[src/logic/mem_pkg.sv]
package mem_pkg;

	localparam int LANES = 8;
	localparam int LANE_W = 32;

	localparam int LOCAL_WORDS = 256;
	localparam int SHARED_WORDS = 256;
	localparam int ADDR_W = $clog2(LOCAL_WORDS + SHARED_WORDS); // local and shared share one space.

	localparam int MISS_DEPTH = 8;
	localparam int ADDR_FULL_W = 27;

	// lane 0 sits in the low word of a line.
	typedef logic [LANES-1:0][LANE_W-1:0] line_t;

	typedef struct packed {
		logic valid;
		logic [ADDR_W-1:0] addr;
		line_t line;
	} fill_t;

endpackage

[src/logic/gpu_pkg.sv]
package gpu_pkg;

	localparam int WARP_W = 3;
	localparam int SCB_W = 2;
	localparam int REG_W = 5;
	localparam int THREADS = 8;
	localparam int OFFSET_W = 24;
	localparam int LAT_W = 5; // miss latency field.

	typedef struct packed {
		logic [WARP_W-1:0] warp_id;
		logic [SCB_W-1:0] scb_id;
		logic [REG_W-1:0] reg_addr;
		logic [THREADS-1:0] thread_mask;
		logic [OFFSET_W-1:0] word_offset;
	} warp_tag_t;

	typedef struct packed {
		logic read;
		logic write;
		logic [mem_pkg::LANES-1:0] write_mask;
		logic [mem_pkg::ADDR_FULL_W-1:0] addr;
		mem_pkg::line_t data;
		warp_tag_t tag;
	} mem_req_t;

	typedef struct packed {
		logic reg_write;
		logic store_done;
		warp_tag_t tag;
		mem_pkg::line_t data;
	} wb_t;

	typedef struct packed {
		logic valid;
		logic [mem_pkg::ADDR_FULL_W-1:0] addr;
		logic [WARP_W-1:0] warp_id;
		logic [SCB_W-1:0] scb_id;
		logic [LAT_W-1:0] latency;
	} miss_req_t;

	typedef struct packed {
		logic valid;
		logic [mem_pkg::ADDR_FULL_W-1:0] addr;
		logic [WARP_W-1:0] warp_id;
		logic [SCB_W-1:0] scb_id;
	} neg_fb_t;

endpackage

[src/logic/mem_request_decode.sv]
`timescale 1ns/1ps

module mem_request_decode
(
	input logic clk,
	input logic resetb,
	input gpu_pkg::mem_req_t req_i,
	input mem_pkg::fill_t fill_i,
	output logic [mem_pkg::LANES-1:0] lane_we_o,
	output logic [mem_pkg::ADDR_W-1:0] wr_addr_o,
	output logic [mem_pkg::ADDR_W-1:0] rd_addr_o,
	output mem_pkg::line_t wr_line_o,
	output logic rd_pend_o,
	output logic st_pend_o,
	output gpu_pkg::warp_tag_t tag_o
);
	import mem_pkg::*;

	logic [LANES-1:0] st_we;

	assign st_we = req_i.write ? req_i.write_mask : '0;

	// a fill owns the write port and drops any store lanes.
	assign lane_we_o = fill_i.valid ? {LANES{1'b1}} : st_we;
	assign wr_addr_o = fill_i.valid ? fill_i.addr : req_i.addr[ADDR_W-1:0];
	assign wr_line_o = fill_i.valid ? fill_i.line : req_i.data;

	assign rd_addr_o = req_i.addr[ADDR_W-1:0]; // upper address bits wrap.

	always_ff @(posedge clk or negedge resetb)
	begin
		if (!resetb)
		begin
			rd_pend_o <= 1'b0;
			st_pend_o <= 1'b0;
		end
		else
		begin
			rd_pend_o <= req_i.read;
			st_pend_o <= req_i.write; // completion is reported even when a fill took the port.
		end
	end

	always_ff @(posedge clk)
	begin
		tag_o <= req_i.tag;
	end

endmodule

[config.mk]
export PLATFORM = sky130hd
export DESIGN_NAME = mem_request_decode
export DESIGN_NICKNAME = d
export VERILOG_FILES = /design/src/logic/mem_pkg.sv /design/src/logic/gpu_pkg.sv /design/src/logic/mem_request_decode.sv
export SDC_FILE = /design/constraint.sdc
export NUM_CORES = 1
export LEC_CHECK = 0
export BUFFER_PORTS_ARGS = -buffer_cell sky130_fd_sc_hd__buf_2
export CORE_AREA = 5 5 359 361
export CTS_CLUSTER_DIAMETER = 200
export DETAILED_ROUTE_END_ITERATION = 10
export DIE_AREA = 0 0 364 366
export SLEW_MARGIN = 15
export SYNTH_ARGS = -nofsm -noshare
export SYNTH_HDL_FRONTEND = slang
export SYNTH_SLANG_ARGS = --single-unit
[constraint.sdc]
create_clock -name clk -period 1.1 [get_ports clk]
set_input_delay 0.22 -clock clk [delete_from_list [all_inputs] [get_ports clk]]
set_output_delay 0.22 -clock clk [all_outputs]
set_load 0.05 [all_outputs]
# Word level (Yosys, flattened, before mapping)
# Index checks and enable logic that the tools add are counted.
# word_totals
reg_bits,44
inputBits,603
wordCells,11
output_inout_bits,326
# op_classes
n_mux,4
# op_table
cell,n
2-to-1 mux 256 bit,1
2-to-1 mux 8 bit,2
2-to-1 mux 9 bit,1

# Longest topological paths before layout
# logic_depth
ltp_word,2
ltp_mapped,3
ltp_nobuf,1

# Least setup slack after synthesis
# Ideal clock, no wire load.
# synth_path
path_kind,input to output
startpoint,in fill_i[265] in the netlist's numbering
endpoint,out wr_addr_o[0] in the netlist's numbering
required_ns,0.880
path_slack_ns,-0.086
n_path_buf,2
stages,3
arrival_time_ns,0.966
cell_sequence,buf_6 clkbuf_8 mux2_2
# synth_between
elab_chain_cells,1
# synth_lines
element,line_no,text
"start, declared",mem_request_decode.sv:8,"input mem_pkg::fill_t fill_i,"
2-to-1 mux 9 bit,mem_request_decode.sv:25,assign wr_addr_o = fill_i.valid ? fill_i.addr : req_i.addr[ADDR_W-1:0];
"end, declared",mem_request_decode.sv:10,"output logic [mem_pkg::ADDR_W-1:0] wr_addr_o,"
# Every way passes these cells.

==> impl_summary.log <==
INFO  metric chipHeight = around 370 um
INFO  metric fp.dieArea = about 0.13 mm2
INFO  metric multiInputGateArea = 0.00378 mm2
INFO  metric hold_path_class = input pin to flip-flop
INFO  metric worst_setup_path_start_kind = input pin
INFO  metric route.vias.total = ~8000
INFO  metric synth_seq_area_share = 0.202
INFO  metric vias_in_the_first_global_route = between 7000 and 8000
INFO  metric area_of_the_core_region = 0.125 mm2
INFO  metric nets = 1881
INFO  metric tritoncts_clock_tree = done
INFO  metric cp_data_required_time = approximately 0.88 ns
INFO  metric synth-seq-cells = 44
INFO  metric layout.filler_cells = between 10000 and 15000
INFO  metric top_cell_by_count_worst_path = buf_12
INFO  metric setup_slack = -0.474 ns
INFO  metric timing.critical_path.slowest_cell_delay = roughly 0.34 ns
INFO  metric max_cap_viol_count = 0
INFO  metric setup_viol = between 200 and 300
INFO  metric floorplan.die.width = 364 um
INFO  metric ys_warn_count = 0
INFO  metric start_util = 0.0352
INFO  metric postRouteWirelength = between 100000 and 150000 um
INFO  metric violated_checks = setup timing
INFO  metric totalNegativeSetupSlack = -104.84 ns
INFO  metric worst_ep_arrival_time = around 1.4 ns
INFO  metric postLayoutCoreUtil = 0.113
INFO  metric maximum_number_of_pins_on_one_net_before_global_route_repair = 35
INFO  metric family_with_the_most_delay_on_the_worst_path = buffers and inverters
INFO  metric netlist_instances = between 300 and 400
INFO  metric cts.path.max_buffers = 2
INFO  metric cts_sink_cnt = 44
INFO  metric hp-start = req_i[30]
INFO  metric period_minus_slack = roughly 1.6 ns
INFO  metric power.density_cell_area = roughly 910 mW/mm2
INFO  metric hold_path_end = tag_o[30]
INFO  metric critical_path.slowest_cell = mux2_4
INFO  metric sequential_cell_area = roughly 890 um2
INFO  metric cts_buffers = 5
INFO  metric final.period_utilization = 1.43
INFO  metric cp_cell_sequence = buf_12, buf_16, buf_12, buf_12, mux2_4, buf_12
INFO  metric post_route_ant_nets = 0
INFO  metric worst_setup_path_end_kind = primary output
INFO  metric critical_path.max_fanout = 8
INFO  metric run_status = finished with violations
INFO  metric clk_root_buffer_cell = clkbuf_16
INFO  metric post_synth_num_cell_types = 8
INFO  metric finalMaxSlewViolations = 0
INFO  metric timing.max_slew.rel_slack = 0.682
INFO  metric clkSlewWorstSetupHoldPaths = 0.07 ns
INFO  metric rsz0062_at_grt = true
INFO  metric dpl.hpwl = between 90000 and 100000 um
INFO  metric bufs_and_invs_on_worst_path = 5
INFO  metric number_of_detailed_routing_iterations_run_before_antenna_repair = 4
INFO  metric grt_first_pass_wirelength = 116000 um
INFO  metric gr-usage-all-layers = 0.142
INFO  metric placementRows = 130
INFO  metric syn2layout_area_growth = 220%
INFO  metric synth_area_per_cell = 12.3 um2
INFO  metric viasPerCell = between 2 and 3
INFO  metric maxClockFrequency = 635 MHz
INFO  metric antenna_violations_before_repair = about 150
INFO  metric timing.final.hold_violations = 0
INFO  metric worst_supply_voltage_drop_on_vdd = a little under 0.9 mV
INFO  metric holdWs = ~0.03 ns
INFO  metric io_pins = between 900 and 1000
INFO  metric io_buffers = between 900 and 1000
INFO  metric worst-slew-pin-transition = 0.480 ns
INFO  metric grt_overflow = 0
INFO  metric postSynthNetCount = 960
INFO  metric detail_route.wl_per_cell = approximately 34 um
INFO  metric drt_drc_violations_left = 0
INFO  metric place.gp.congestion = between 1 and 1.5
INFO  metric drive_gt1_frac = 0.958
INFO  metric total_power = 12800 uW
INFO  metric htree_depth = 2
INFO  metric holdPathStages = 1
INFO  metric synth.cell_area = 0.00441 mm2
INFO  metric p_leak = 0.00697 uW
INFO  metric initialDrtViolationCount = between 500 and 600
INFO  metric critical_path_class = input pin to primary output
per-layer routing:
metal | global-route usage | part of all wire | vias to the layer above
met1 | 0.173 | 0.40 | 3596
met5 | 0 | 0.0075 | -
li1 | - | - | 3202
met2 | 0.218 | 0.42 | 789
met4 | 0.00387 | 0.015 | 108
met3 | 0.0960 | 0.16 | 284
worst max-delay path by stage:
stage,from,to,slack (ns),cells past startpoint
2_1_floorplan,fill_i[265],wr_line_o[151],-0.08,3
3_3_place_gp,fill_i[265],lane_we_o[1],-0.55,6
3_5_place_dp,fill_i[265],lane_we_o[1],-0.55,6
4_1_cts,fill_i[265],wr_line_o[245],-0.48,6
5_1_grt,fill_i[265],wr_line_o[245],-0.50,6
6_report,fill_i[265],wr_line_o[213],-0.47,6
kinds of logic (layout without fill, tap and decap cells):
| group | Yosys count | after routing | synth area share |
|---|---|---|---|
| mux | 265 | 265 | 0.677 |
| buf+inv | 40 | 962 | 0.107 |
| flops | 44 | 44 | 0.202 |
| other cells | 0 | 29 | 0 |
| compound gates | 8 | 8 | 0.0136 |
placed cells by master, fill, tap and decap left out, drive strengths merged:
| cell | count |
|---|---|
| diode | 29 |
| dfxtp | 42 |
| a21o | 8 |
| clkinv | 1 |
| buf | 950 |
| dfrtp | 2 |
| clkbuf | 10 |
| mux2 | 265 |
| dlygate4sd3 | 1 |
power by group:
part,switching (uW),leakage [uW],total (uW),internal (uW)
Sequential,26.6,0.000378,1710,1680
Combinational,5940,0.00652,9640,3700
Clock,597,0.0000683,1440,847
Total,6570,0.00697,12800,6220
layout make-up:
cell class | count | area share
Tap cell | 1650 | 0.146
Clock inverter | 1 | 0.000621
Antenna cell | 29 | 0.00515
Sequential cell | 44 | 0.0632
Timing Repair Buffer | 954 | 0.507
Clock buffer | 7 | 0.00941
Multi-Input combinational cell | 273 | 0.268
sequential cells by signal, summed over array words and instances, names as in the netlist:
signal and count:
rd_pend_o 1, st_pend_o 1, tag_o 42
Yosys cell counts:
library cell	n	area [um2]
mux2_2	265	2980
buf_4	9	67.6
dfxtp_1	42	841
dfrtp_1	2	50.1
buf_6	5	56.3
buf_1	1	3.75
a21o_1	8	60.1
clkbuf_8	25	344
timing repair:
action / 4_1_cts / 5_1_grt
gates resized for setup: 207 / 56
hold endpoints to repair: 2 / 0
buffers inserted: 5 / 1
gates cloned: 1 / 1
hold buffers: 1 / 0
endpoints found under the setup margin: 285 / 284
pin swaps: 0 / 0
per-stage QoR:
step / std cells / cell area (um2) / worst slack (ns)
after CTS: 2927 / 13800 / -0.477
final: 2958 / 14100 / -0.474
after global routing: 2934 / 14000 / -0.498
after detailed placement: 2912 / 12900 / -0.548
after floorplan: 357 / 5280 / -0.0828
after global placement: 2912 / 12900 / -0.549
No activity file was read; power rests on OpenSTA's default activity.
