[config.mk]
export PLATFORM = sky130hd
export DESIGN_NAME = mem_writeback
export DESIGN_NICKNAME = d
export VERILOG_FILES = /design/src/logic/mem_pkg.sv /design/src/logic/gpu_pkg.sv /design/src/logic/mem_writeback.sv
export SDC_FILE = /design/constraint.sdc
export NUM_CORES = 1
export LEC_CHECK = 0
export ABC_AREA = 1
export BUFFER_PORTS_ARGS = -buffer_cell sky130_fd_sc_hd__buf_2
export CAP_MARGIN = 10
export CORE_AREA = 2 2 233 235
export CTS_CLUSTER_SIZE = 25
export DETAILED_ROUTE_END_ITERATION = 8
export DIE_AREA = 0 0 235 237
export PLACE_DENSITY = 0.47
export SLEW_MARGIN = 20
export SYNTH_ARGS = -nofsm -noshare
export SYNTH_HDL_FRONTEND = slang
export SYNTH_SLANG_ARGS = --single-unit
[constraint.sdc]
create_clock -name clk -period 0.8 [get_ports clk]
set_clock_uncertainty 0.2 [all_clocks]
set_input_delay 0.12 -clock clk [delete_from_list [all_inputs] [get_ports clk]]
set_output_delay 0.12 -clock clk [all_outputs]
set_load 0.02 [all_outputs]
[src/logic/mem_pkg.sv]
package mem_pkg;

	localparam int LANES = 8;
	localparam int LANE_W = 32;

	localparam int LOCAL_WORDS = 256;
	localparam int SHARED_WORDS = 256;
	localparam int ADDR_W = $clog2(LOCAL_WORDS + SHARED_WORDS); // local and shared share one space.

	localparam int MISS_DEPTH = 8;
	localparam int ADDR_FULL_W = 27;

	// lane 0 sits in the low word of a line.
	typedef logic [LANES-1:0][LANE_W-1:0] line_t;

	typedef struct packed {
		logic valid;
		logic [ADDR_W-1:0] addr;
		line_t line;
	} fill_t;

endpackage

[src/logic/gpu_pkg.sv]
package gpu_pkg;

	localparam int WARP_W = 3;
	localparam int SCB_W = 2;
	localparam int REG_W = 5;
	localparam int THREADS = 8;
	localparam int OFFSET_W = 24;
	localparam int LAT_W = 5; // miss latency field.

	typedef struct packed {
		logic [WARP_W-1:0] warp_id;
		logic [SCB_W-1:0] scb_id;
		logic [REG_W-1:0] reg_addr;
		logic [THREADS-1:0] thread_mask;
		logic [OFFSET_W-1:0] word_offset;
	} warp_tag_t;

	typedef struct packed {
		logic read;
		logic write;
		logic [mem_pkg::LANES-1:0] write_mask;
		logic [mem_pkg::ADDR_FULL_W-1:0] addr;
		mem_pkg::line_t data;
		warp_tag_t tag;
	} mem_req_t;

	typedef struct packed {
		logic reg_write;
		logic store_done;
		warp_tag_t tag;
		mem_pkg::line_t data;
	} wb_t;

	typedef struct packed {
		logic valid;
		logic [mem_pkg::ADDR_FULL_W-1:0] addr;
		logic [WARP_W-1:0] warp_id;
		logic [SCB_W-1:0] scb_id;
		logic [LAT_W-1:0] latency;
	} miss_req_t;

	typedef struct packed {
		logic valid;
		logic [mem_pkg::ADDR_FULL_W-1:0] addr;
		logic [WARP_W-1:0] warp_id;
		logic [SCB_W-1:0] scb_id;
	} neg_fb_t;

endpackage

[src/logic/mem_writeback.sv]
`timescale 1ns/1ps

module mem_writeback
(
	input logic clk,
	input logic resetb,
	input logic rd_pend_i,
	input logic st_pend_i,
	input gpu_pkg::warp_tag_t tag_i,
	input mem_pkg::line_t rd_line_i,
	output gpu_pkg::wb_t wb_o
);
	import gpu_pkg::*;

	wb_t wb_d;

	always_comb
	begin
		wb_d.reg_write = rd_pend_i;
		wb_d.store_done = st_pend_i;
		wb_d.tag = tag_i;
		wb_d.data = rd_pend_i ? rd_line_i : '0; // register file sees zeros unless it is a load.
	end

	// data is cleared as well, so it reads zero from reset onward.
	always_ff @(posedge clk or negedge resetb)
	begin
		if (!resetb)
		begin
			wb_o <= '0;
		end
		else
		begin
			wb_o <= wb_d;
		end
	end

endmodule

# ---- Word level (Yosys, flattened, before mapping)
# Cells that the tools add are included.
dict set report word_totals {
  input_bits 302
  regBits 300
  wordCells 16
  out_inout_bits 300
}
dict set report op_classes {
  mux 1
}
# op count
set op_table {}
lappend op_table {{2-to-1 mux 256 bit} 1}

# ---- Logic depth before layout (Yosys ltp)
# Gate-level depths: netlist (run 1).
dict set report logic_depth {
  depth_word 1
  depth_mapped 4
  ltp_nobuf 2
}

# ---- Worst setup path before layout (run 1)
# OpenSTA, ideal clock, no wires.
dict set report synth_timing {
  path_kind {input to register}
  start {in rd_pend_i}
  end {reg wb_o[212] in the netlist's numbering}
  path_slack_ps -23
  n_path_buf 2
  arrival_time_ps 510
  setup_time_ps 113
  required_time_ps 487
  stages 4
  path_cell_list {buf_2 buf_2 nand2_1 inv_1}
}
# element line_no
set synth_lines {}
lappend synth_lines {{start: declaration} mem_writeback.sv:7} ;# input logic rd_pend_i,
lappend synth_lines {{end signal: assignment} mem_writeback.sv:34} ;# wb_o <= wb_d;
lappend synth_lines {{end: declaration} mem_writeback.sv:11} ;# output gpu_pkg::wb_t wb_o

# ---- Worst setup path after layout (run 1)
dict set report layout_timing {
  start {reg wb_o[271] in the netlist's numbering}
  end {out wb_o[271] in the netlist's numbering}
}
# No word-level cell between the ends.

==> metrics list, run 1 <==
- The tree built by TritonCTS fans out to 300 sinks.
- The slowest stage of the critical path is the dfrtp_1 cell.
- The initial antenna violation count was 3.
* Ranking of synthesized cells by instance count: dfrtp_1, inv_1, nand2_1, buf_4, buf_2
- Synthesis produced a netlist with a net count of 1142.
* Cell type with the highest aggregate area in the netlist: dfrtp_1
- Layout net count: 2103
- HP Start: rd_pend_i
- The worst-case IR drop observed on VDD is 1.26 mV.
- Top cells by area in the synthesized netlist: dfrtp_1, inv_1, nand2_1, buf_4, buf_2
* Final design utilization: 37.2%
* Sequential-to-total area share from yosys stat: 78.0%
- Most used DFF post-synth: dfrtp_1
- Most repeated cell in the gate-level netlist after synthesis: dfrtp_1
* Post-synth cell types: 5
- The smallest clock period supported by the final layout is computed as 1420 ps.
* Row count: 85
* Buffers added on ports: 601
- The top cell type by area accounts for 78.0% of the synthesized area.
- Summed over all cells, the static leakage comes to 11.5 nW.
- The final hold violation count was 82.
* Post-synthesis cell area: 9620 um^2
- Registers with the most flip-flops: wb_o x300
- The tightest hold path in the finished design has a slack of -200 ps.
- Fin cells: 2518
- Across the run, the number of max-cap violations was 0.
* Number of buffers created by CTS: 35
- Routed wire length per instance: 14.3 um
- DRC violations left: 0
- Largest Register: wb_o
- The finished cells cover 19800 um^2.
- STA classifies the critical path startpoint as a flip-flop.
* Largest incremental delay on the critical path: 430 ps
- The die covers 55700 um^2.
- Drt initial violations: 290
- The tree is rooted in a clkbuf_16.
- Slew Viols, Final: 0
- No sink is reached through more buffers than the 3 on the longest clock path.
- The H-tree was split into 2 levels.
- Placed Instances: 2161
- Pin placement for this block handled 602 I/O pins.
- Of the cells placed in the final design, the portion with a size suffix greater than 1 is 38.5%.
- Entering global routing, the biggest net connects 44 pins.
- Counting both buffers and inverters, the worst setup path holds a total of 1.
- After synthesis, the share of flip-flops with an asynchronous set or reset is 100%.
- Static timing analysis puts the maximum clock frequency at 706 MHz.
- STA puts the critical path data required time at 480 ps.
- STA classifies the critical path endpoint as an output port.
- The count of nets left with antenna violations once routing finished came out at 0.
- In this run the worst hold path is classified as in -> reg.
- The die is 235 um wide.
* TritonCTS clock tree: done
* Critical path's top delay family: flip-flops
- In this run the post-CTS setup repair buffer count came out at 0.
* Half-perimeter wire length after placement: 24800 um
- Critical path startpoint: wb_o[271]
* Routed wire length: 35900 um
- RSZ-0062 raised after global routing: true
- The first global-routing pass estimated 55100 um of wire.
- Once placement finished, the instance area stood at 13900 um^2.
- Power per unit of standard cell area: 1910 nW/um^2
- The run finished, with violations left.
- Count of yosys warnings during synthesis: 0
- Routability-driven placement finished with a final weighted congestion of 0.828.
* Final setup violation count: 515
- Max reg flops: 300
- Global routing finished with a remaining overflow of 0.
- The critical path is of the reg -> out type.
- Across every metal layer, demand over resource in global routing totals 12.7%.
- Arrival time reported for the critical path endpoint: 1100 ps
* Clock-pin transition on the worst setup and hold timing paths: 50 ps
- At the pin with the least slew margin, the transition time is 354 ps.
* Avg Inst Size Synth: 11.5 um^2
- Worst-case headroom to the max-slew limit: 76.3%
- In this run the number of cells on the critical path is 1.
- Cells after synthesis: 840
* Ratio of final minimum period to clock period: 177%
- Cells traversed along the worst timing path: buf_6
- Violations in the final reports: hold timing, setup timing
* Count of fill cells added during filler insertion: 5119
* Number of global-route vias before repair: 9898
- Using the TritonRoute via totals, the vias-per-cell ratio works out to 3.50.
* DRT Pass-1 Iters: 4
- Post-synth EDFFs: 0
- Relative area change from synthesis to final layout: 106%
- Fin worst setup slack: -617 ps
- Initial core utilization: 18.1%
* DR vias: 8818
- Maximum fanout along the worst path: 1
- From bottom edge to top edge, the die measures 237 um.
* Post-route total power: 37.8 mW
- WHS Path Cells: 2
- Placeable core area: 53300 um^2
* Flop and latch count out of synthesis: 300
==> cells in the final DEF, fill, tap and decap left out, drive strengths merged <==
cell type	netlist	final
clkbuf	0	52
dfrtp	300	300
diode	0	2
nand2	256	256
clkinv	0	4
buf	28	651
bufinv	0	1
inv	256	256
dlygate4sd3	0	300
==> power by group <==
part | internal (mW) | total (mW) | switching, mW
combinational | 3.37 | 6.21 | 2.84
clock | 9.24 | 15.3 | 6.04
sequential | 16.0 | 16.4 | 0.403
==> through the flow <==
stage | worst slack, ps | TNS, ps
2_1_floorplan | -19.7 | -4710
3_3_place_gp | -241 | -51660
3_5_place_dp | -242 | -52550
4_1_cts | -675 | -185510
5_1_grt | -664 | -199480
6_report | -617 | -174530
==> logic make-up (layout without fill, tap and decap cells) <==
| kind of cell | Yosys count | in the layout | synth area share, % |
|---|---|---|---|
| other | 0 | 2 | 0 |
| DFF | 300 | 300 | 78.0 |
| and+or+nand+nor | 256 | 256 | 9.99 |
| buffers and inverters | 284 | 1264 | 12.0 |
==> cell type report <==
cell class	instances	area, um^2	share of cell area, %
antenna	2	5.00	0.0252
clock inverter	5	50.0	0.252
sequential	300	7510	37.8
inverter	256	961	4.84
multi-input combinational	256	961	4.84
timing repair buffer	952	8440	42.6
tap	696	871	4.39
clock buffer	51	1040	5.24
==> metal layers <==
metal  GRT usage (%)  up-vias  part of all wire [%]
met3            4.06       57                   7.9
met4            4.30        0                   2.5
met2            23.8      396                    54
met1            13.2     4174                    36
li1                -     4191                     -
met5               0        -                     0
==> worst paths after layout <==
kind	end	slack, ps
worst min-delay path	wb_o[299]	-200
min in group asynchronous	wb_o[72]	90
worst max-delay path	wb_o[271]	-620
max in group asynchronous	wb_o[271]	-80
==> timing repair <==
| action | 4_1_cts | 5_1_grt |
|---|---|---|
| endpoints found under the hold margin | 600 | 432 |
| endpoints found under the setup margin | 300 | 537 |
| hold buffers | 300 | 1 |
| resized for setup | 600 | 0 |
(Power assumes the default switching activity.)
==> run 2: changes to the inputs <==
--- a/config.mk
+++ b/config.mk
@@ -9,10 +9,12 @@
 export BUFFER_PORTS_ARGS = -buffer_cell sky130_fd_sc_hd__buf_2
 export CAP_MARGIN = 10
 export CORE_AREA = 2 2 233 235
+export CTS_BUF_LIST = sky130_fd_sc_hd__clkbuf_4 sky130_fd_sc_hd__clkbuf_8 sky130_fd_sc_hd__clkbuf_16
 export CTS_CLUSTER_SIZE = 25
 export DETAILED_ROUTE_END_ITERATION = 8
 export DIE_AREA = 0 0 235 237
 export PLACE_DENSITY = 0.47
+export SKIP_LAST_GASP = 1
 export SLEW_MARGIN = 20
 export SYNTH_ARGS = -nofsm -noshare
 export SYNTH_HDL_FRONTEND = slang
==> run 2 against run 1 <==
Against the previous run:
- the run still ends with hold timing, setup timing left
- cell count unchanged
- clock-buffer cell count unchanged
- power rose by 0.77%
- wire length about the same
- setup slack worse by 2.6 ps
- die area stayed put
- first-iteration DRC count down 27%
- critical endpoint unchanged
==> metrics list, run 2 (same netlist as run 1, synthesis figures left out) <==
- The run finished, with violations left.
- Violations in the final reports: hold timing, setup timing
- Count of buffering cells on the critical path with inverters included: 1
- 602 I/O pins were placed.
* Required time reported for the critical path endpoint: 480 ps
- The wire-length estimate of the detail-placed layout is 24800 um.
- RSZ-0062 raised after global routing: true
- Actual slew at the worst max-slew pin: 355 ps
- Setup violations remaining at the end of the flow were counted as 518.
- Slowest cell on the critical path: dfrtp_1
- Largest Register: wb_o
- The tool flagged a number of max-cap violations equal to 0.
* DRT Pass-1 Iters: 6
- The register with the most flip-flops in the layout has 300 of them.
- The number of setup buffers added after CTS is 0.
- On the final layout, the worst hold slack is -200 ps.
- The floorplan step defined a die boundary enclosing 55700 um^2.
- Global-route wire length before repair: 55200 um
- Critical path start-end classification: reg -> out
* Pin count of the biggest net entering global routing: 44
* Fin worst setup slack: -620 ps
- The min-delay analysis places its worst path in the category in -> reg.
- Cells traversed along the worst timing path: buf_6
- In the layout the commonest cells are dlygate4sd3_1, buf_6, dfrtp_1, buf_2.
* Final critical path time including I/O delays and setup: 1420 ps
- Power per unit of standard cell area: 1920 nW/um^2
- The initial antenna violation count was 3.
- Dividing the detail-routed via count by the number of cells gives 3.51.
- The floorplan has 85 rows.
- Die extent in y: 237 um
- Fraction of layout cells with a size suffix above 1: 38.9%
- Routed wire length: 35900 um
* Critical path's top delay family: flip-flops
- From synthesis to final layout, the design area changed by 107%.
- Final design utilization: 37.3%
- Largest incremental delay on the critical path: 430 ps
- TritonCTS built the clock tree.
- DRC violations left: 0
- At the end of routability-driven placement, the weighted congestion stood at 0.828.
* Antenna violation net count after detailed routing: 0
* Ratio of final minimum period to clock period: 177%
* Maximum count of clock buffers along a single path: 3
- Clock sink count: 300
* Buffers added on ports: 601
- Headroom to the max-slew limit came out at 76.3%.
- DR vias: 8834
- Initial core utilization: 18.1%
* Registers with the most flip-flops: wb_o x300
* Endpoint type of the worst setup path: output port
- Static power due to leakage: 11.5 nW
- Maximum operating frequency: 704 MHz
- Startpoint Class: flip-flop
- The number of pins exceeding their max-slew limit in the final report is 0.
- CTS H-tree depth: 2
- Maximum ir drop on the vdd rail: 1.19 mV
- Root cell of the clock tree: clkbuf_16
- Number of global-route vias before repair: 9907
* Clock-pin transition on the worst setup and hold timing paths: 50 ps
- Dividing the detail-routed wire length by the instance count gives 14.3 um.
- The die is 235 um wide.
- Summed over all layers, the global routing overflow is 0.
* Overall Global Routing Usage: 12.7%
* Final hold violation count: 84
* Arrival time reported for the critical path endpoint: 1100 ps
- Number of buffers created by CTS: 35
- The net count of the finished layout is 2103.
* Drt initial violations: 211
- Placeable core area: 53300 um^2
- Maximum fanout along the worst path: 1
-- run 2: routing by layer --
layer | wire length, um | up-vias | track usage, %
li1 | - | 4190 | -
met1 | 12800 | 4215 | 13.2
met2 | 19500 | 372 | 23.9
met3 | 2750 | 57 | 4.01
met4 | 920 | 0 | 4.41
met5 | 0 | - | 0
-- run 2: power by group --
| part | switching [mW] | internal (mW) | total [mW] |
|---|---|---|---|
| clock | 6.06 | 9.51 | 15.6 |
| combinational | 2.84 | 3.37 | 6.21 |
| sequential | 0.401 | 16.0 | 16.4 |
| total | 9.30 | 28.8 | 38.1 |
-- run 2: path summary, 6_finish.rpt --
check,slack (ps),cells past startpoint,to,start
worst max-delay path,-620,1,wb_o[271],wb_o[271]
worst min-delay path,-200,2,wb_o[299],rd_pend_i
max in group asynchronous,-80,4,wb_o[271],resetb
min in group asynchronous,90,3,wb_o[72],resetb
-- run 2: cell type report --
class,count,area (um^2)
clock inverters,5,50.0
inverters,256,961
multi-input cells,256,961
fillers,5112,33400
well taps,696,871
repair buffers,952,8440
flip-flops and latches,300,7510
clock buffers,51,1070
diodes,2,5.00
-- run 2: what timing repair did --
item | in CTS | in global routing
endpoints found under the setup margin | 300 | 537
gates cloned | 0 | 0
hold endpoints to repair | 600 | 434
hold buffers | 300 | 1
pin swaps | 0 | 0
resized for setup | 600 | 0
-- run 2: metrics by stage --
stage                     area (um^2)  power (mW)  setup TNS [ps]  setup slack (ps)  cells
after floorplan                  9630        18.1           -4710             -19.7    840
after global placement          13900        20.5          -51660              -241   2161
after detailed placement        13900        20.5          -52550              -242   2161
after CTS                       19900        38.8         -185550              -675   2517
after global routing            19900        39.9         -199490              -663   2517
final                           19900        38.1         -174730              -620   2518
==> run 3: changes to the inputs <==
--- a/config.mk
+++ b/config.mk
@@ -14,6 +14,7 @@
 export DETAILED_ROUTE_END_ITERATION = 8
 export DIE_AREA = 0 0 235 237
 export PLACE_DENSITY = 0.47
+export REMOVE_ABC_BUFFERS = 1
 export SKIP_LAST_GASP = 1
 export SLEW_MARGIN = 20
 export SYNTH_ARGS = -nofsm -noshare
==> constraint.sdc (replaced) <==
create_clock -name clk -period 0.8 [get_ports clk]
set_clock_uncertainty 0.2 [all_clocks]
set_input_delay 0.12 -clock clk [delete_from_list [all_inputs] [get_ports clk]]
set_output_delay 0.12 -clock clk [all_outputs]
set_load 0.05 [all_outputs]
==> run 3 against run 2 <==
Against the previous run:
- highest routed layer unchanged
- via count grew 1.6%
- the flow still finishes with violations (hold timing, setup timing)
- global-route usage grew 0.25 points
- hold slack lost 3.2 ps
==> metrics list, run 3 (same netlist as run 1, synthesis figures left out) <==
* Initial antenna violation count: 3
- The die covers 55700 um^2.
- DRT Pass-1 Iters: 5
- Sequential Power Share: 39.9%
- RSZ-0062 raised after global routing: true
* Clock share of power: 40.0%
- Critical path start-end classification: reg -> out
- Placeable core area: 53300 um^2
- The register with the most flip-flops in the layout has 300 of them.
- Setup TNS: -184810 ps
- Among cell families on the critical path, the largest total delay comes from flip-flops.
- Tightest Hold Check Type: in -> reg
* Relative area change from synthesis to final layout: 111%
- Maximum ir drop on the vdd rail: 1.37 mV
* Clock-pin transition on the worst setup and hold timing paths: 60 ps
* Placed Instances: 2165
- The checks that failed: hold timing, setup timing.
- Sw frac: 28.4%
* Static power due to leakage: 11.7 nW
* Clock sink count: 300
- Hold Worst Slack: -203 ps
- Entering global routing, the biggest net connects 31 pins.
- For the pin with the worst max-slew slack, the measured transition is 329 ps.
- Once layout is complete, the cells apart from fillers number 2530.
* Dpl ws: -272 ps
- STA puts the critical path data arrival time at 1150 ps.
- Tracing the worst setup path back leads to its startpoint at wb_o[225].
* Global-route wire length before repair: 56200 um
* Maximum count of clock buffers along a single path: 3
- The worst pin sits at a relative slew slack of 78.0%.
- Half-perimeter wire length after placement: 25300 um
- The final critical path takes up 184% of the cycle.
- Largest Register: wb_o
* Number of global-route vias before repair: 10052
- Internal power: 29.4 mW
- For this design, the slowest cell found on the critical path is dfrtp_2.
- The number of pins exceeding their max-slew limit in the final report is 0.
* Die extent in y: 237 um
- Endpoint type of the worst setup path: output port
* DRC violations left: 0
- On the worst path, the slowest cell contributes a delay of 450 ps.
- CTS built an H-tree with a depth of 2.
- Maximum fanout along the worst path: 1
- Final setup violation count: 567
- Count of fill cells added during filler insertion: 5035
* Startpoint Class: flip-flop
* Routed wire length: 36700 um
* Drt initial violations: 213
- Power per unit of standard cell area: 2030 nW/um^2
* Worst setup path end: wb_o[225]
* Row count: 85
- DR vias: 8975
- Final hold violation count: 104
* Buffers added on ports: 601
* Number of buffers created by CTS: 36
- The total overflow left after global routing is 0.
- Timing would allow up to 680 MHz.
- In the final layout, the share of cells above drive strength 1 is 39.5%.
* Overall Global Routing Usage: 12.9%
- In the final routed layout, each cell accounts on average for 14.5 um.
- Cells fill 38.1% of the core in the end.
- The critical path goes through buf_12.
* Logic depth of the worst path, buffers included: 1
- In this run the horizontal extent of the chip is 235 um.
- Result of the run: finished with violations
- Most common cell after layout, fill and taps aside: dlygate4sd3_1
- Initial core utilization: 18.1%
- Relative contribution of combinational cells to total power: 20.1%
* Root cell of the clock tree: clkbuf_16
- During I/O placement, the number of pins put on the boundary was 602.
- Fin worst setup slack: -670 ps
* Switching power: 11.7 mW
* Ratio of routed vias to standard cells: 3.55
- Once detail routing completed, the nets flagged for antenna violations numbered 0.
* Count of buffering cells on the critical path with inverters included: 1
* Registers with the most flip-flops: wb_o x300
- TritonCTS clock tree: done
- The final layout contains 2108 nets.
- At the worst endpoint, the required time is 480 ps.
* RD Place Congestion: 0.821
- After layout, the minimum clock period comes to 1470 ps.
* Maxcap violations: 0
- The top cell types in the final layout, fill and taps aside, are dlygate4sd3_1, buf_2, dfrtp_1, buf_6.
==> run 3: cell count changes in the layout (fill, tap and decap cells not counted), moves of 2 or more <==
cell / previous run / this run
buf_12: 12 / 47
buf_4: 40 / 36
buf_6: 300 / 272
clkbuf_4: 8 / 3
clkinv_2: 4 / 7
clkinvlp_4: 0 / 4
dfrtp_1: 300 / 295
dfrtp_2: 0 / 5
inv_6: 0 / 2
==> run 3: repair_timing <==
item	CTS	global route
hold buffers	300	1
endpoints found under the setup margin	300	577
setup buffers	0	0
endpoints found under the hold margin	600	454
resized for setup	549	0
==> run 3: final cells by class <==
class / instances / area [um^2] / area share (%)
Tap cell: 696 / 871 / 4.29
Sequential cell: 300 / 7510 / 37.0
Inverter: 256 / 961 / 4.73
Clock inverter: 16 / 151 / 0.745
Timing Repair Buffer: 956 / 8800 / 43.3
Multi-Input combinational cell: 256 / 961 / 4.73
Antenna cell: 3 / 7.51 / 0.0370
Clock buffer: 47 / 1040 / 5.14
==> run 3: worst min path at each step <==
stage               startpoint  cells after the start        end
detailed placement      resetb                      2  wb_o[141]
global route         rd_pend_i                      3   wb_o[65]
CTS                  rd_pend_i                      3   wb_o[65]
finish               rd_pend_i                      3   wb_o[65]
global placement        resetb                      2  wb_o[141]
floorplan               resetb                      0    wb_o[0]
==> run 3: per-layer routing <==
| layer | GRT usage (%) | vias to the layer above | share of wire [%] |
|---|---|---|---|
| met3 | 3.81 | 88 | 7.0 |
| met2 | 23.0 | 408 | 51 |
| met5 | 0 | - | 0 |
| met1 | 14.1 | 4264 | 37 |
| li1 | - | 4215 | - |
| met4 | 6.25 | 0 | 4.1 |
==> run 3: metrics by stage <==
step	cell area [um^2]	hold slack, ps	power [mW]
after floorplan	9430	-376	19.7
after global placement	14400	-123	22.7
after detailed placement	14400	-130	22.7
after CTS	20300	-248	41.8
after global routing	20300	-232	42.9
final	20300	-203	41.1
==> run 3: power by group through the flow <==
stage | clock, mW | sequential [mW] | combinational [mW]
after floorplan | 0 | 19.2 | 0.463
after global placement | 0 | 16.5 | 6.24
after detailed placement | 0 | 16.5 | 6.26
after CTS | 17.1 | 16.4 | 8.29
after global routing | 17.7 | 16.5 | 8.72
final | 16.5 | 16.4 | 8.29
