File: src/logic/mem_pkg.sv
package mem_pkg;

	localparam int LANES = 8;
	localparam int LANE_W = 32;

	localparam int LOCAL_WORDS = 256;
	localparam int SHARED_WORDS = 256;
	localparam int ADDR_W = $clog2(LOCAL_WORDS + SHARED_WORDS); // local and shared share one space.

	localparam int MISS_DEPTH = 8;
	localparam int ADDR_FULL_W = 27;

	// lane 0 sits in the low word of a line.
	typedef logic [LANES-1:0][LANE_W-1:0] line_t;

	typedef struct packed {
		logic valid;
		logic [ADDR_W-1:0] addr;
		line_t line;
	} fill_t;

endpackage

File: src/logic/gpu_pkg.sv
package gpu_pkg;

	localparam int WARP_W = 3;
	localparam int SCB_W = 2;
	localparam int REG_W = 5;
	localparam int THREADS = 8;
	localparam int OFFSET_W = 24;
	localparam int LAT_W = 5; // miss latency field.

	typedef struct packed {
		logic [WARP_W-1:0] warp_id;
		logic [SCB_W-1:0] scb_id;
		logic [REG_W-1:0] reg_addr;
		logic [THREADS-1:0] thread_mask;
		logic [OFFSET_W-1:0] word_offset;
	} warp_tag_t;

	typedef struct packed {
		logic read;
		logic write;
		logic [mem_pkg::LANES-1:0] write_mask;
		logic [mem_pkg::ADDR_FULL_W-1:0] addr;
		mem_pkg::line_t data;
		warp_tag_t tag;
	} mem_req_t;

	typedef struct packed {
		logic reg_write;
		logic store_done;
		warp_tag_t tag;
		mem_pkg::line_t data;
	} wb_t;

	typedef struct packed {
		logic valid;
		logic [mem_pkg::ADDR_FULL_W-1:0] addr;
		logic [WARP_W-1:0] warp_id;
		logic [SCB_W-1:0] scb_id;
		logic [LAT_W-1:0] latency;
	} miss_req_t;

	typedef struct packed {
		logic valid;
		logic [mem_pkg::ADDR_FULL_W-1:0] addr;
		logic [WARP_W-1:0] warp_id;
		logic [SCB_W-1:0] scb_id;
	} neg_fb_t;

endpackage

File: src/logic/miss_tracker.sv
`timescale 1ns/1ps

module miss_tracker
(
	input logic clk,
	input logic resetb,
	input gpu_pkg::miss_req_t miss_i,
	input logic miss_wait_i,
	output gpu_pkg::neg_fb_t neg_fb_o,
	output logic full_o
);
	import gpu_pkg::*;
	import mem_pkg::*;

	localparam int PTR_W = $clog2(MISS_DEPTH);

	logic [ADDR_FULL_W-1:0] ent_addr [MISS_DEPTH];
	logic [WARP_W-1:0] ent_warp [MISS_DEPTH];
	logic [SCB_W-1:0] ent_scb [MISS_DEPTH];
	logic [LAT_W-1:0] ent_cnt [MISS_DEPTH];

	logic [PTR_W-1:0] wr_ptr;
	logic [PTR_W-1:0] rd_ptr;
	logic [PTR_W:0] occupancy;
	logic [LAT_W-1:0] lat_in;
	logic push;
	logic pop;

	logic fb_valid_q;
	logic [ADDR_FULL_W-1:0] fb_addr_q;
	logic [WARP_W-1:0] fb_warp_q;
	logic [SCB_W-1:0] fb_scb_q;

	assign full_o = (occupancy == (PTR_W + 1)'(MISS_DEPTH));

	// a zero latency still costs one cycle.
	assign lat_in = (miss_wait_i || miss_i.latency == '0) ? LAT_W'(1) : miss_i.latency;

	assign push = miss_i.valid && !full_o; // misses offered while full are lost.
	assign pop = (occupancy != '0) && (ent_cnt[rd_ptr] == '0);

	// every entry counts down on its own, so a finished entry may still wait behind a slow head.
	always_ff @(posedge clk)
	begin
		for (int i = 0; i < MISS_DEPTH; i++)
		begin
			if (ent_cnt[i] != '0)
			begin
				ent_cnt[i] <= ent_cnt[i] - 1'b1;
			end
		end
		if (push)
		begin
			ent_addr[wr_ptr] <= miss_i.addr;
			ent_warp[wr_ptr] <= miss_i.warp_id;
			ent_scb[wr_ptr] <= miss_i.scb_id;
			ent_cnt[wr_ptr] <= lat_in;
		end
	end

	always_ff @(posedge clk or negedge resetb)
	begin
		if (!resetb)
		begin
			wr_ptr <= '0;
			rd_ptr <= '0;
			occupancy <= '0;
			fb_valid_q <= 1'b0;
		end
		else
		begin
			if (push)
				wr_ptr <= wr_ptr + 1'b1;
			if (pop)
				rd_ptr <= rd_ptr + 1'b1;
			case ({push, pop})
				2'b10: occupancy <= occupancy + 1'b1;
				2'b01: occupancy <= occupancy - 1'b1;
				default: occupancy <= occupancy;
			endcase
			fb_valid_q <= pop;
		end
	end

	always_ff @(posedge clk)
	begin
		if (pop)
		begin
			fb_addr_q <= ent_addr[rd_ptr];
			fb_warp_q <= ent_warp[rd_ptr];
			fb_scb_q <= ent_scb[rd_ptr];
		end
	end

	assign neg_fb_o = neg_fb_t'{valid: fb_valid_q, addr: fb_addr_q,
		warp_id: fb_warp_q, scb_id: fb_scb_q};

endmodule

File: config.mk
export PLATFORM = sky130hd
export DESIGN_NAME = miss_tracker
export DESIGN_NICKNAME = d
export VERILOG_FILES = /design/src/logic/mem_pkg.sv /design/src/logic/gpu_pkg.sv /design/src/logic/miss_tracker.sv
export SDC_FILE = /design/constraint.sdc
export NUM_CORES = 1
export LEC_CHECK = 0
export BUFFER_PORTS_ARGS = -buffer_cell sky130_fd_sc_hd__buf_2
export CELL_PAD_IN_SITES_DETAIL_PLACEMENT = 0
export CELL_PAD_IN_SITES_GLOBAL_PLACEMENT = 2
export CORE_ASPECT_RATIO = 0.6
export CORE_MARGIN = 2
export CORE_UTILIZATION = 44
export DETAILED_ROUTE_END_ITERATION = 10
export MAX_ROUTING_LAYER = met4
export PLACE_DENSITY = 0.78
export SLEW_MARGIN = 20
export SYNTH_ARGS = -nofsm -noshare
export SYNTH_HDL_FRONTEND = slang
export SYNTH_SLANG_ARGS = --single-unit
File: constraint.sdc
create_clock -name clk -period 4.9 [get_ports clk]
set_input_delay 0.735 -clock clk [delete_from_list [all_inputs] [get_ports clk]]
set_output_delay 0.735 -clock clk [all_outputs]
set_load 0.03 [all_outputs]
Word-level counts from Yosys, hierarchy flattened
Memories as Yosys holds them, arrays and structs flattened. A register that Yosys moved wholly into a read port is not among the register bits.
Cells that the tools add are included.
{"block": "word_totals", "regBits": 11, "mem_bits_rw": 296, "out_inout_bits": 34, "mem_count": 4}
{"block": "op_classes", "n_addsub": 12, "eq_ne": 3, "mux": 20, "n_reduce_logical": 16}
{"memory": "ent_addr", "depth": 8, "word_bits": 27, "rd": 1, "rd_ports_with_merged_regs": 1, "write_ports": 1, "line_no": "miss_tracker.sv:17", "text": "logic [ADDR_FULL_W-1:0] ent_addr [MISS_DEPTH];"}
{"memory": "ent_cnt", "depth": 8, "word_bits": 5, "rd": 9, "rd_ports_with_merged_regs": 0, "write_ports": 9, "line_no": "miss_tracker.sv:20", "text": "logic [LAT_W-1:0] ent_cnt [MISS_DEPTH];"}
{"memory": "ent_warp", "depth": 8, "word_bits": 3, "rd": 1, "rd_ports_with_merged_regs": 1, "write_ports": 1, "line_no": "miss_tracker.sv:18", "text": "logic [WARP_W-1:0] ent_warp [MISS_DEPTH];"}
{"memory": "ent_scb", "depth": 8, "word_bits": 2, "rd": 1, "rd_ports_with_merged_regs": 1, "write_ports": 1, "line_no": "miss_tracker.sv:19", "text": "logic [SCB_W-1:0] ent_scb [MISS_DEPTH];"}
{"cell": "$reduce_bool 5->1", "n": 8}
{"cell": "$sub 5x1->5 const B", "n": 8}
{"cell": "$mux 1", "n": 18}
{"cell": "$logic_not 5->1", "n": 2}
{"cell": "$pmux 4 s2", "n": 1}
{"cell": "$add 3x1->3 const B", "n": 2}
{"cell": "$mux 5", "n": 1}
{"cell": "$add 4x1->4 const B", "n": 1}
{"cell": "$eq 4x4->1 const B", "n": 1}
{"cell": "$reduce_bool 4->1", "n": 1}
{"cell": "$sub 4x1->4 const B", "n": 1}
{"cell": "$eq 2x1->1 const B", "n": 1}
{"cell": "$eq 2x2->1 const B", "n": 1}
{"cell": "$logic_and 1x1->1", "n": 2}
{"cell": "$reduce_bool 2->1", "n": 1}
{"cell": "$logic_not 1->1", "n": 1}
{"cell": "$logic_or 1x1->1", "n": 1}

Logic depth before layout (Yosys ltp)
Gate-level depths: netlist of run 1.
{"block": "depth", "ltp_word": 5, "depth_mapped": 14}

Worst setup path after synthesis of run 1
OpenSTA, ideal clock, no wires.
{"block": "synth_path", "path_kind": "register to register", "from": "register rd_ptr[0]", "to": "register occupancy[3]", "arrival_time_ns": 3.287, "path_slack_ns": 1.488, "stages_incl_launch_ff": 13, "period_less_slack_ns": 3.412, "cell_sequence": "dfrtp_1 > buf_2 > buf_1 > a22oi_1 > a31o_2 > inv_1 > ha_1 > ha_1 > a21o_1 > a21oi_1 > xnor2_1 > nor2_1 > xor2_1"}
{"block": "synth_via", "elab_chain_cells": 5, "elab_cells_between_ends": 7}
{"element": "from (decl)", "line_no": "miss_tracker.sv:23", "text": "logic [PTR_W-1:0] rd_ptr;"}
{"element": "from (signal assigned)", "line_no": "miss_tracker.sv:75", "text": "rd_ptr <= rd_ptr + 1'b1;"}
{"element": "$mem_v2 8x5 *"}
{"element": "$logic_not 5->1 *", "line_no": "miss_tracker.sv:40", "text": "assign pop = (occupancy != '0) && (ent_cnt[rd_ptr] == '0);"}
{"element": "$logic_and 1x1->1 *", "line_no": "miss_tracker.sv:40"}
{"element": "net pop", "line_no": "miss_tracker.sv:27", "text": "logic pop;"}
{"element": "$eq 2x1->1 / $eq 2x2->1 (equally long branches)", "line_no": "miss_tracker.sv:76", "text": "case ({push, pop})"}
{"element": "$pmux 4 s2 / $reduce_bool 2->1 (equally long branches)"}
{"element": "to (signal assigned)", "line_no": "miss_tracker.sv:77", "text": "2'b10: occupancy <= occupancy + 1'b1;"}
{"element": "to (signal assigned)", "line_no": "miss_tracker.sv:78", "text": "2'b01: occupancy <= occupancy - 1'b1;"}
{"element": "to (signal assigned)", "line_no": "miss_tracker.sv:79", "text": "default: occupancy <= occupancy;"}
{"element": "to (decl)", "line_no": "miss_tracker.sv:24", "text": "logic [PTR_W:0] occupancy;"}
Mark *: on every way through the listed nets, which the timed path passes. The rest lies on a longest branch.
A chain may end at the register's enable or synchronous reset.

Worst setup path after layout of run 1
{"block": "layout_path", "from": "register rd_ptr[1]", "to": "register occupancy[3]"}
The elaborated chain is that of the path after synthesis.

==> results of run 1 <==
state kept, by name, summed over array words and instances, names as in the netlist:
signal and flops:
ent_warp 24, fb_scb_q 2, ent_scb 16, fb_warp_q 3
rd_ptr 3, wr_ptr 3, fb_addr_q 27, occupancy 4
ent_cnt 40, ent_addr 216, fb_valid_q 1
worst reg2reg max path, stage by stage (launching register included):
cell and delay (ps):
dfrtp_4 1120, nor3_1 170, a32o_1 290, a22oi_1 350
a31o_2 280, inv_2 60, ha_1 220, ha_1 290
a21o_1 160, a21oi_1 210, xnor2_1 100, nor2_1 130
xor2_1 200
cells by family after synthesis:
family,Yosys count
XOR/XNOR,31
AND/OR/NAND/NOR,99
AO/OA/AOI/OAI,32
flip-flops,339
multiplexers,118
buffers and inverters,59
adder cells (fa/ha/maj),22
stage by stage:
step	hold slack (ps)	util [%]	std cells	total power, mW	setup slack [ps]
2_1_floorplan	439	-	700	6.06	1490
3_3_place_gp	477	47.9	1160	6.56	1430
3_5_place_dp	529	47.9	1160	6.69	1300
4_1_cts	27.1	50.9	1214	8.97	1260
5_1_grt	40.0	51.0	1218	9.35	1020
6_report	37.6	51.0	1218	8.86	1230
power breakdown:
part           switching, mW  leakage (nW)  internal, mW  total, mW
sequential             0.481          3.17          3.95       4.43
clock                   1.01         0.448          1.26       2.27
combinational           1.10          1.69          1.06       2.16
placed cells by master, fill, tap and decap left out, drive strengths merged, types with 4 or more instances in the layout:
cell	n
edfxtp	328
buf	82
mux4	64
clkbuf	40
mux2	32
inv	31
nand2	27
mux2i	22
ha	21
nor2	21
nor3	20
xor2	16
xnor2	15
o21ai	14
dfrtp	11
clkinv	10
nand3	8
a21oi	8
nand2b	5
nor4	4
nand3b	4
worst min path at each step:
stage,from,to,depth (start not counted)
global route,resetb,occupancy[0]$_DFFE_PN0P_,1
CTS,resetb,rd_ptr[1]$_DFFE_PN0P_,1
finish,resetb,rd_ptr[1]$_DFFE_PN0P_,1
global placement,occupancy[3]$_DFFE_PN0P_,occupancy[3]$_DFFE_PN0P_,1
floorplan,resetb,fb_valid_q$_DFF_PN0_,0
detailed placement,occupancy[3]$_DFFE_PN0P_,occupancy[3]$_DFFE_PN0P_,1
area by class of cell:
cell class                      instances  area, sq um
Clock inverter                         14          118
Timing Repair Buffer                   82          434
Inverter                               30          120
Sequential cell                       339        10100
Antenna cell                            3         7.51
Fill cell                            2440        14800
Clock buffer                           40          810
Tap cell                              408          510
Multi-Input combinational cell        302         3310
synthesized netlist by cell type, types with 5 or more instances:
cell type  number
a21oi_1         8
buf_1          12
buf_2           5
clkbuf_1        8
dfrtp_1        11
edfxtp_1      328
ha_1           21
inv_1          29
mux2_2         32
mux2i_1        22
mux4_2         64
nand2_1        26
nand2b_1        5
nand3_1         8
nor2_1         20
nor3_1         20
o21ai_0        14
xnor2_1        15
xor2_1         16
metal layers:
metal,global-route usage [%],share of wire (%)
met5,-,0
met2,27.5,48
met1,23.0,46
met3,3.20,4.2
met4,3.31,1.5
==> impl_metrics.csv, run 1 <==
group,metric,value,unit
global_routing,grt-ovfl-total,0,
global_routing,grt_max_degree,72,
clock_network,clockBufferDepth,3,
clock_network,postCtsSetupRepairBufs,0,
logic_synthesis,synth-simple-area-share,3.92,%
global_routing,grt_pass1_wl,40.8,mm
logic_synthesis,synth_compound_area_share,1.42,%
logic_synthesis,synth_xor_area_share,1.98,%
timing,worst_slew_pin_slew,1050,ps
worst_setup_path,crit_top_cell,"ha_1",
timing,hold_viol,0,
logic_synthesis,synthFlopType,"edfxtp_1",
worst_setup_path,rr_worst_depth,12,
clock_network,cts_max_level,1,
timing,rsz0062_at_grt,"false",
logic_synthesis,synth.distinct_cells,44,
logic_synthesis,muxShareOfSynthArea,14.8,%
final_layout,nets,848,
worst_setup_path,startpoint_type,"register",
worst_setup_path,cp.buffers_inverters,1,
timing,finalCritPeriodShare,74.9,%
timing,slew_headroom,29.9,%
clock_network,cts_tree,"built",
detailed_routing,first_pass_iters,4,
logic_synthesis,synth_cells,700,
clock_network,clk_pin_slew_worst_paths,70,ps
global_routing,grt_pass1_vias,6913,
floorplan,die_h,141,microns
floorplan,dieArea,32600,sq um
power_and_ir_drop,p_leak,5.30,nW
detailed_routing,ant_nets,0,
global_routing,grt_antenna_before_repair,3,
worst_setup_path,timing.rr.end,"occupancy[3]$_DFFE_PN0P_",
logic_synthesis,synth.avg_cell_area,19.6,sq um
timing,setup_violations,0,
detailed_routing,wirelength,26.5,mm
final_layout,syn_to_final_growth,12.8,%
worst_setup_path,r2r-start,"rd_ptr[1]$_DFFE_PN0P_",
worst_setup_path,slowest_stage,"dfrtp_4",
worst_setup_path,worstPathArrival,4140,ps
worst_setup_path,reg2reg_slack,1230,ps
logic_synthesis,synth_edf_count,328,
timing,drv_slew,0,
logic_synthesis,yosysTopAreaCell,"edfxtp_1",
timing,finalCriticalPeriod,3670,ps
place,hpwl,15.0,mm
worst_setup_path,endpoint_kind,"register",
worst_hold_path,hp-class,"input port to asynchronous set/reset pin",
worst_setup_path,required,5370,ps
logic_synthesis,ys_seq_area_share,73.9,%
logic_synthesis,synth.top_cells.by_area,"edfxtp_1 (72%), mux4_2 (11%), mux2_2 (2.6%), dfrtp_1 (2.0%), ha_1 (1.9%)",
floorplan,initial_core_util,45.2,%
final_layout,drive_gt1_share,29.2,%
clock_network,cts_made_buffers,30,
floorplan,core_area,30300,sq um
outcome,status,"finished, final reports clean",
place,place_area,14500,sq um
timing,finalSetupTns,0,ps
place,place.gp.congestion,0.731,
floorplan,ios,75,
logic_synthesis,synth.cell_area,13700,sq um
worst_setup_path,cp_top_family,"compound AO/OA/AOI/OAI gates",
logic_synthesis,synth_top_family_by_area,"multiplexers",
detailed_routing,routed-via-count,6523,
logic_synthesis,synthArstFlopShare,3.24,%
logic_synthesis,synth_nets,763,
floorplan,die_w,232,microns
clock_network,cts_hold_buf,0,
worst_setup_path,worstSetupEndpoint,"occupancy[3]$_DFFE_PN0P_",
worst_setup_path,crit_chain,"nor3_1, a32o_1, a22oi_1, a31o_2, inv_2, ha_1, ha_1, a21o_1, a21oi_1, xnor2_1, nor2_1, xor2_1",
power_and_ir_drop,irDropWorstVdd,0.000310,V
logic_synthesis,synth-adder-area-share,2.07,%
power_and_ir_drop,power_density,574,nW/um^2
worst_setup_path,max_stage_delay,1120,ps
global_routing,grt_usage,17.1,%
worst_setup_path,startpoint,"rd_ptr[1]$_DFFE_PN0P_",
logic_synthesis,synth_warnings,0,
floorplan,num_rows,49,
worst_setup_path,worstPathMaxFanout,71,
job,drv_cap,0,
place,portBuffers,74,
final_layout,final_design_area_no_fill,15400,sq um
detailed_routing,drt-initial-drc-count,551,
logic_synthesis,synth_top_area_share,71.9,%
timing,fmax,0.272,GHz
detailed_routing,via_per_inst,5.36,
worst_setup_path,setup.worst_path.class,"register to register",
worst_setup_path,crit_cells,12,
logic_synthesis,ys_seq_elements,339,
detailed_routing,route.detailed.drc,0,
timing,fin_skew,19.7,ps
detailed_routing,routedWlPerCell,21.8,microns
clock_network,root_buffer,"clkbuf_16",
clock_network,clock-sinks,339,
clock_network,clkLatencyLatePin,560,ps
clock_network,post_cts_resized,0,
Power figures use the tool's default switching activity.
==> run 2, diff against run 1 <==
--- a/config.mk
+++ b/config.mk
@@ -10,10 +10,10 @@
 export CELL_PAD_IN_SITES_GLOBAL_PLACEMENT = 2
 export CORE_ASPECT_RATIO = 0.6
 export CORE_MARGIN = 2
-export CORE_UTILIZATION = 44
+export CORE_UTILIZATION = 43
 export DETAILED_ROUTE_END_ITERATION = 10
 export MAX_ROUTING_LAYER = met4
-export PLACE_DENSITY = 0.78
+export PLACE_DENSITY = 0.79
 export SLEW_MARGIN = 20
 export SYNTH_ARGS = -nofsm -noshare
 export SYNTH_HDL_FRONTEND = slang
==> constraint.sdc (replaced) <==
create_clock -name clk -period 3.02 [get_ports clk]
set_input_delay 0.453 -clock clk [delete_from_list [all_inputs] [get_ports clk]]
set_output_delay 0.453 -clock clk [all_outputs]
set_load 0.03 [all_outputs]
==> run 2 against run 1 <==
  * Sequential share of layout area shrank 0.76 points
  * Sequential cell count unchanged
  * Setup slack got worse by 900 ps
  * Sequential power grew 57%
  * Worst hold slack better by 110 ps
  * Non-clock buffer count is 11 higher
  * Core utilization decreased by 1.0 points
  * Combinational power increased by 80%
  * Cell count up 1.6%
  * Total power is 65% higher
==> impl_metrics.csv, run 2 (synthesized netlist as in run 1, its figures left out) <==
group,metric,value,unit
outcome,status,"finished, final reports clean",
final_layout,largest_register,"ent_addr",
worst_setup_path,setup.worst_path.class,"register to register",
timing,fin_hold_ws,152,ps
place,portBuffers,74,
floorplan,num_rows,50,
final_layout,largest_reg_flops,216,
floorplan,die_h,142,microns
job,drv_cap,0,
global_routing,grt_usage,17.0,%
clock_network,cts_made_buffers,31,
floorplan,die_w,234,microns
timing,slew_headroom,31.8,%
worst_setup_path,worstPathArrival,3160,ps
detailed_routing,drt-initial-drc-count,539,
detailed_routing,wl_met3,1.33,mm
clock_network,clock-sinks,339,
detailed_routing,via_per_inst,5.36,
timing,setup_violations,0,
detailed_routing,wl_met2,12.3,mm
clock_network,clkLatencyLatePin,570,ps
floorplan,dieArea,33300,sq um
global_routing,grt_max_degree,66,
timing,drv_slew,0,
floorplan,initial_core_util,43.8,%
clock_network,clockBufferDepth,3,
clock_network,cts_tree,"built",
power_and_ir_drop,irDropWorstVdd,0.000663,V
detailed_routing,wl_met1,12.5,mm
final_layout,final_design_area_no_fill,15600,sq um
place,place.gp.congestion,0.805,
detailed_routing,routed-via-count,6639,
detailed_routing,ant_nets,0,
floorplan,ios,75,
detailed_routing,route.detailed.drc,0,
clock_network,post_cts_resized,0,
worst_setup_path,reg2reg_slack,320,ps
worst_setup_path,required,3480,ps
place,hpwl,15.7,mm
timing,worst_slew_pin_slew,1020,ps
power_and_ir_drop,p_leak,5.37,nW
detailed_routing,first_pass_iters,4,
worst_hold_path,hp-class,"input port to register",
final_layout,syn_to_final_growth,14.1,%
final_layout,final_core_util,49.9,%
worst_setup_path,worstPathMaxFanout,7,
clock_network,postCtsSetupRepairBufs,0,
final_layout,nets,860,
global_routing,grt-ovfl-total,0,
detailed_routing,wirelength,26.6,mm
clock_network,root_buffer,"clkbuf_16",
clock_network,clk_pin_slew_worst_paths,70,ps
worst_setup_path,startpoint_type,"register",
worst_setup_path,endpoint_kind,"register",
timing,fin_skew,12.3,ps
final_layout,drive_gt1_share,30.8,%
timing,finalCriticalPeriod,2700,ps
final_layout,final_common_cell,"edfxtp_1",
clock_network,cts_max_level,1,
global_routing,grt_pass1_vias,7032,
final_layout,most-common-layout-cells,"edfxtp_1 (328), buf_2 (74), mux4_2 (64), mux2_2 (32), clkbuf_16 (31)",
detailed_routing,maxUsedRoutingLayer,"met4",
final_layout,top_regs,"ent_addr x216, ent_cnt x40, fb_addr_q x27",
power_and_ir_drop,power_density,935,nW/um^2
timing,hold_viol,0,
timing,rsz0062_at_grt,"false",
timing,finalCritPeriodShare,89.3,%
timing,fmax,0.371,GHz
floorplan,core_area,31300,sq um
global_routing,grt_pass1_wl,41.4,mm
place,place_area,14600,sq um
detailed_routing,routedWlPerCell,21.5,microns
global_routing,grt_antenna_before_repair,4,
## run 2: routing by layer
metal | up-vias | global-route usage (%)
met5 | - | -
met4 | 0 | 4.01
met3 | 41 | 3.21
met2 | 155 | 25.3
met1 | 3471 | 24.6
li1 | 2972 | -
## run 2: timing repair
| action | CTS | global route |
|---|---|---|
| hold buffers | 1 | 0 |
| endpoints found under the setup margin | 0 | 0 |
| endpoints found under the hold margin | 11 | 0 |
## run 2: worst paths after layout
check / start / endpoint / depth (start not counted)
hold / removal: miss_i[27] / ent_addr[0][17]$_DFFE_PP_ / 1
min in group asynchronous: resetb / fb_valid_q$_DFF_PN0_ / 2
setup / recovery: rd_ptr[1]$_DFFE_PN0P_ / occupancy[3]$_DFFE_PN0P_ / 12
hold reg to reg: occupancy[3]$_DFFE_PN0P_ / occupancy[3]$_DFFE_PN0P_ / 1
max in group asynchronous: resetb / rd_ptr[1]$_DFFE_PN0P_ / 2
setup reg to reg: rd_ptr[1]$_DFFE_PN0P_ / occupancy[3]$_DFFE_PN0P_ / 12
## run 2: per-stage QoR
step,std cells,worst slack (ps),TNS [ps],power [mW]
2_1_floorplan,700,-22.3,-22.3,9.87
3_3_place_gp,1179,361,0,10.8
3_5_place_dp,1179,346,0,11.0
4_1_cts,1235,339,0,14.8
5_1_grt,1238,216,0,15.4
6_report,1238,324,0,14.6
## run 2: final cells by class
class	instances	area, sq um
Inverter	30	124
Tap cell	416	520
Clock buffer	38	802
Sequential cell	339	10100
Antenna cell	3	7.51
Timing Repair Buffer	93	528
Fill cell	2539	15700
Multi-Input combinational cell	302	3350
Clock inverter	17	158
## run 2: critical path, stage by stage (launching register included)
cell,delay [ps]
dfrtp_4,510
nor4b_2,170
a22o_1,220
a22oi_2,230
a31o_2,270
clkinvlp_4,140
ha_4,190
ha_4,200
a21o_1,180
a21oi_2,130
xnor2_1,130
nor2_1,80
xor2_1,140
## run 2: power breakdown
part,switching (mW),leakage [nW],internal [mW],total (mW)
logic,2.10,1.74,1.79,3.89
registers,0.522,3.17,6.41,6.94
clock network,1.64,0.459,2.13,3.77
total,4.27,5.37,10.3,14.6
==> run 3, diff against run 2 <==
--- a/config.mk
+++ b/config.mk
@@ -8,7 +8,7 @@
 export BUFFER_PORTS_ARGS = -buffer_cell sky130_fd_sc_hd__buf_2
 export CELL_PAD_IN_SITES_DETAIL_PLACEMENT = 0
 export CELL_PAD_IN_SITES_GLOBAL_PLACEMENT = 2
-export CORE_ASPECT_RATIO = 0.6
+export CORE_ASPECT_RATIO = 1.75
 export CORE_MARGIN = 2
 export CORE_UTILIZATION = 43
 export DETAILED_ROUTE_END_ITERATION = 10
==> run 3 against run 2 <==
  * Wire length decreased by 0.65%
  * Total power increased by 0.61%
  * Worst hold slack improved by 16 ps
  * Non-clock buffer count increased by 4
  * Largest power group unchanged
==> impl_metrics.csv, run 3 (synthesized netlist as in run 1, its figures left out) <==
group,metric,value,unit
final_layout,seq_area,10100,sq um
worst_setup_path,startpoint_type,"register",
worst_setup_path,r2r-start,"rd_ptr[1]$_DFFE_PN0P_",
global_routing,grt_max_degree,35,
job,drv_cap,0,
place,place_area,14700,sq um
worst_setup_path,crit_chain,"nor4b_2, a22o_1, a22oi_2, a31o_2, clkinvlp_4, ha_4, ha_4, a21o_1, a21oi_2, xnor2_1, nor2_1, xor2_1",
worst_setup_path,required,3480,ps
place,place_inst,1163,
floorplan,die_h,240,microns
clock_network,clockBufferDepth,3,
worst_setup_path,cp.buffers_inverters,1,
timing,drv_slew,0,
power_and_ir_drop,power.net_switching,4.18,mW
timing,postLayoutSetupSlackWorst,262,ps
worst_setup_path,crit_top_cell,"ha_4",
place,portBuffers,74,
worst_setup_path,startpoint,"rd_ptr[1]$_DFFE_PN0P_",
power_and_ir_drop,clockPowerShare,26.4,%
power_and_ir_drop,total_power,14.7,mW
detailed_routing,via_per_inst,5.32,
timing,fmax,0.363,GHz
clock_network,post_cts_resized,0,
power_and_ir_drop,p_comb_share,26.4,%
floorplan,die_w,139,microns
final_layout,largest_register,"ent_addr",
floorplan,initial_core_util,43.6,%
final_layout,final_design_area_no_fill,15700,sq um
worst_setup_path,setup.worst_path.class,"register to register",
timing,slew_headroom,38.4,%
timing,finalCritPeriodShare,91.3,%
detailed_routing,routedWlPerCell,21.7,microns
detailed_routing,wirelength,26.4,mm
power_and_ir_drop,p_leak,5.42,nW
final_layout,drive_gt1_share,31.8,%
clock_network,clkLatencyLatePin,550,ps
final_layout,final_core_util,50.0,%
detailed_routing,ant_nets,0,
clock_network,clock-sinks,339,
clock_network,cts_hold_buf,1,
floorplan,dieArea,33300,sq um
worst_hold_path,hp-start,"miss_i[25]",
power_and_ir_drop,seq_power_share,47.2,%
final_layout,final_common_cell,"edfxtp_1",
clock_network,clk_pin_slew_worst_paths,70,ps
final_layout,fillCellCount,2568,
worst_setup_path,max_stage_delay,510,ps
final_layout,most-common-layout-cells,"edfxtp_1 (328), buf_2 (74), mux4_2 (64), mux2_2 (32), clkbuf_16 (29)",
final_layout,nets,862,
global_routing,top_usage_layer,"met2",
final_layout,largest_reg_flops,216,
final_layout,stdcell_count,1220,
worst_setup_path,worstPathArrival,3220,ps
place,place.gp.congestion,0.813,
clock_network,postCtsSetupRepairBufs,0,
timing,fin_skew,12.3,ps
clock_network,cts_max_level,1,
detailed_routing,routed-via-count,6486,
power_and_ir_drop,p_sw_share,28.5,%
timing,finalSetupTns,0,ps
worst_hold_path,hp-class,"input port to register",
power_and_ir_drop,irDropWorstVdd,0.000515,V
worst_setup_path,worstPathMaxFanout,6,
clock_network,cts_tree,"built",
floorplan,num_rows,86,
timing,setup_violations,0,
power_and_ir_drop,power_density,935,nW/um^2
power_and_ir_drop,internal-power,10.5,mW
timing,finalCriticalPeriod,2760,ps
timing,hold_viol,0,
final_layout,syn_to_final_growth,14.7,%
detailed_routing,route.detailed.drc,0,
global_routing,met2_usage,30.4,%
global_routing,grt_antenna_before_repair,3,
global_routing,met3_usage,2.51,%
global_routing,grtUsageMet1,18.2,%
floorplan,ios,75,
final_layout,top_regs,"ent_addr x216, ent_cnt x40, fb_addr_q x27",
timing,fin_hold_ws,168,ps
worst_setup_path,slowest_stage,"dfrtp_4",
global_routing,grt-ovfl-total,0,
worst_setup_path,cp_top_family,"compound AO/OA/AOI/OAI gates",
worst_setup_path,endpoint_kind,"register",
outcome,status,"finished, final reports clean",
final_layout,multi_input_area,3350,sq um
floorplan,core_area,31400,sq um
place,hpwl,16.2,mm
detailed_routing,first_pass_iters,4,
global_routing,grt_pass1_wl,40.4,mm
timing,worst_slew_pin_slew,922,ps
global_routing,grt_pass1_vias,7107,
clock_network,cts_made_buffers,29,
global_routing,grt_usage,16.4,%
place,dp_slack,263,ps
detailed_routing,drt-initial-drc-count,348,
timing,rsz0062_at_grt,"false",
clock_network,root_buffer,"clkbuf_16",
run 3: metal layers:
| layer | part of all wire [%] | up-vias |
|---|---|---|
| li1 | - | 2967 |
| met1 | 38 | 3364 |
| met2 | 56 | 120 |
| met3 | 3.6 | 35 |
| met4 | 2.0 | 0 |
| met5 | 0 | - |
run 3: final timing paths:
check,end,slack (ps),cells after the start
worst max register to register,occupancy[3]$_DFFE_PN0P_,260,12
max in group asynchronous,rd_ptr[0]$_DFFE_PN0P_,2460,2
worst min register to register,occupancy[3]$_DFFE_PN0P_,540,1
worst max-delay path,occupancy[3]$_DFFE_PN0P_,260,12
worst min-delay path,ent_addr[3][15]$_DFFE_PP_,170,1
min in group asynchronous,occupancy[2]$_DFFE_PN0P_,320,2
run 3: power groups by stage:
stage | Clock, mW | Sequential [mW] | Combinational (mW)
CTS | 3.97 | 6.94 | 3.97
detailed placement | 0 | 7.04 | 3.94
global placement | 0 | 6.95 | 3.78
finish | 3.88 | 6.93 | 3.88
floorplan | 0 | 6.95 | 2.92
global route | 4.15 | 7.03 | 4.28
run 3: layout make-up:
| class | count | share of cell area [%] |
|---|---|---|
| flip-flops and latches | 339 | 64.5 |
| multi-input cells | 302 | 21.3 |
| clock buffers | 34 | 4.74 |
| repair buffers | 97 | 3.79 |
| well taps | 396 | 3.16 |
| clock inverters | 19 | 1.63 |
| inverters | 30 | 0.789 |
| diodes | 3 | 0.0478 |
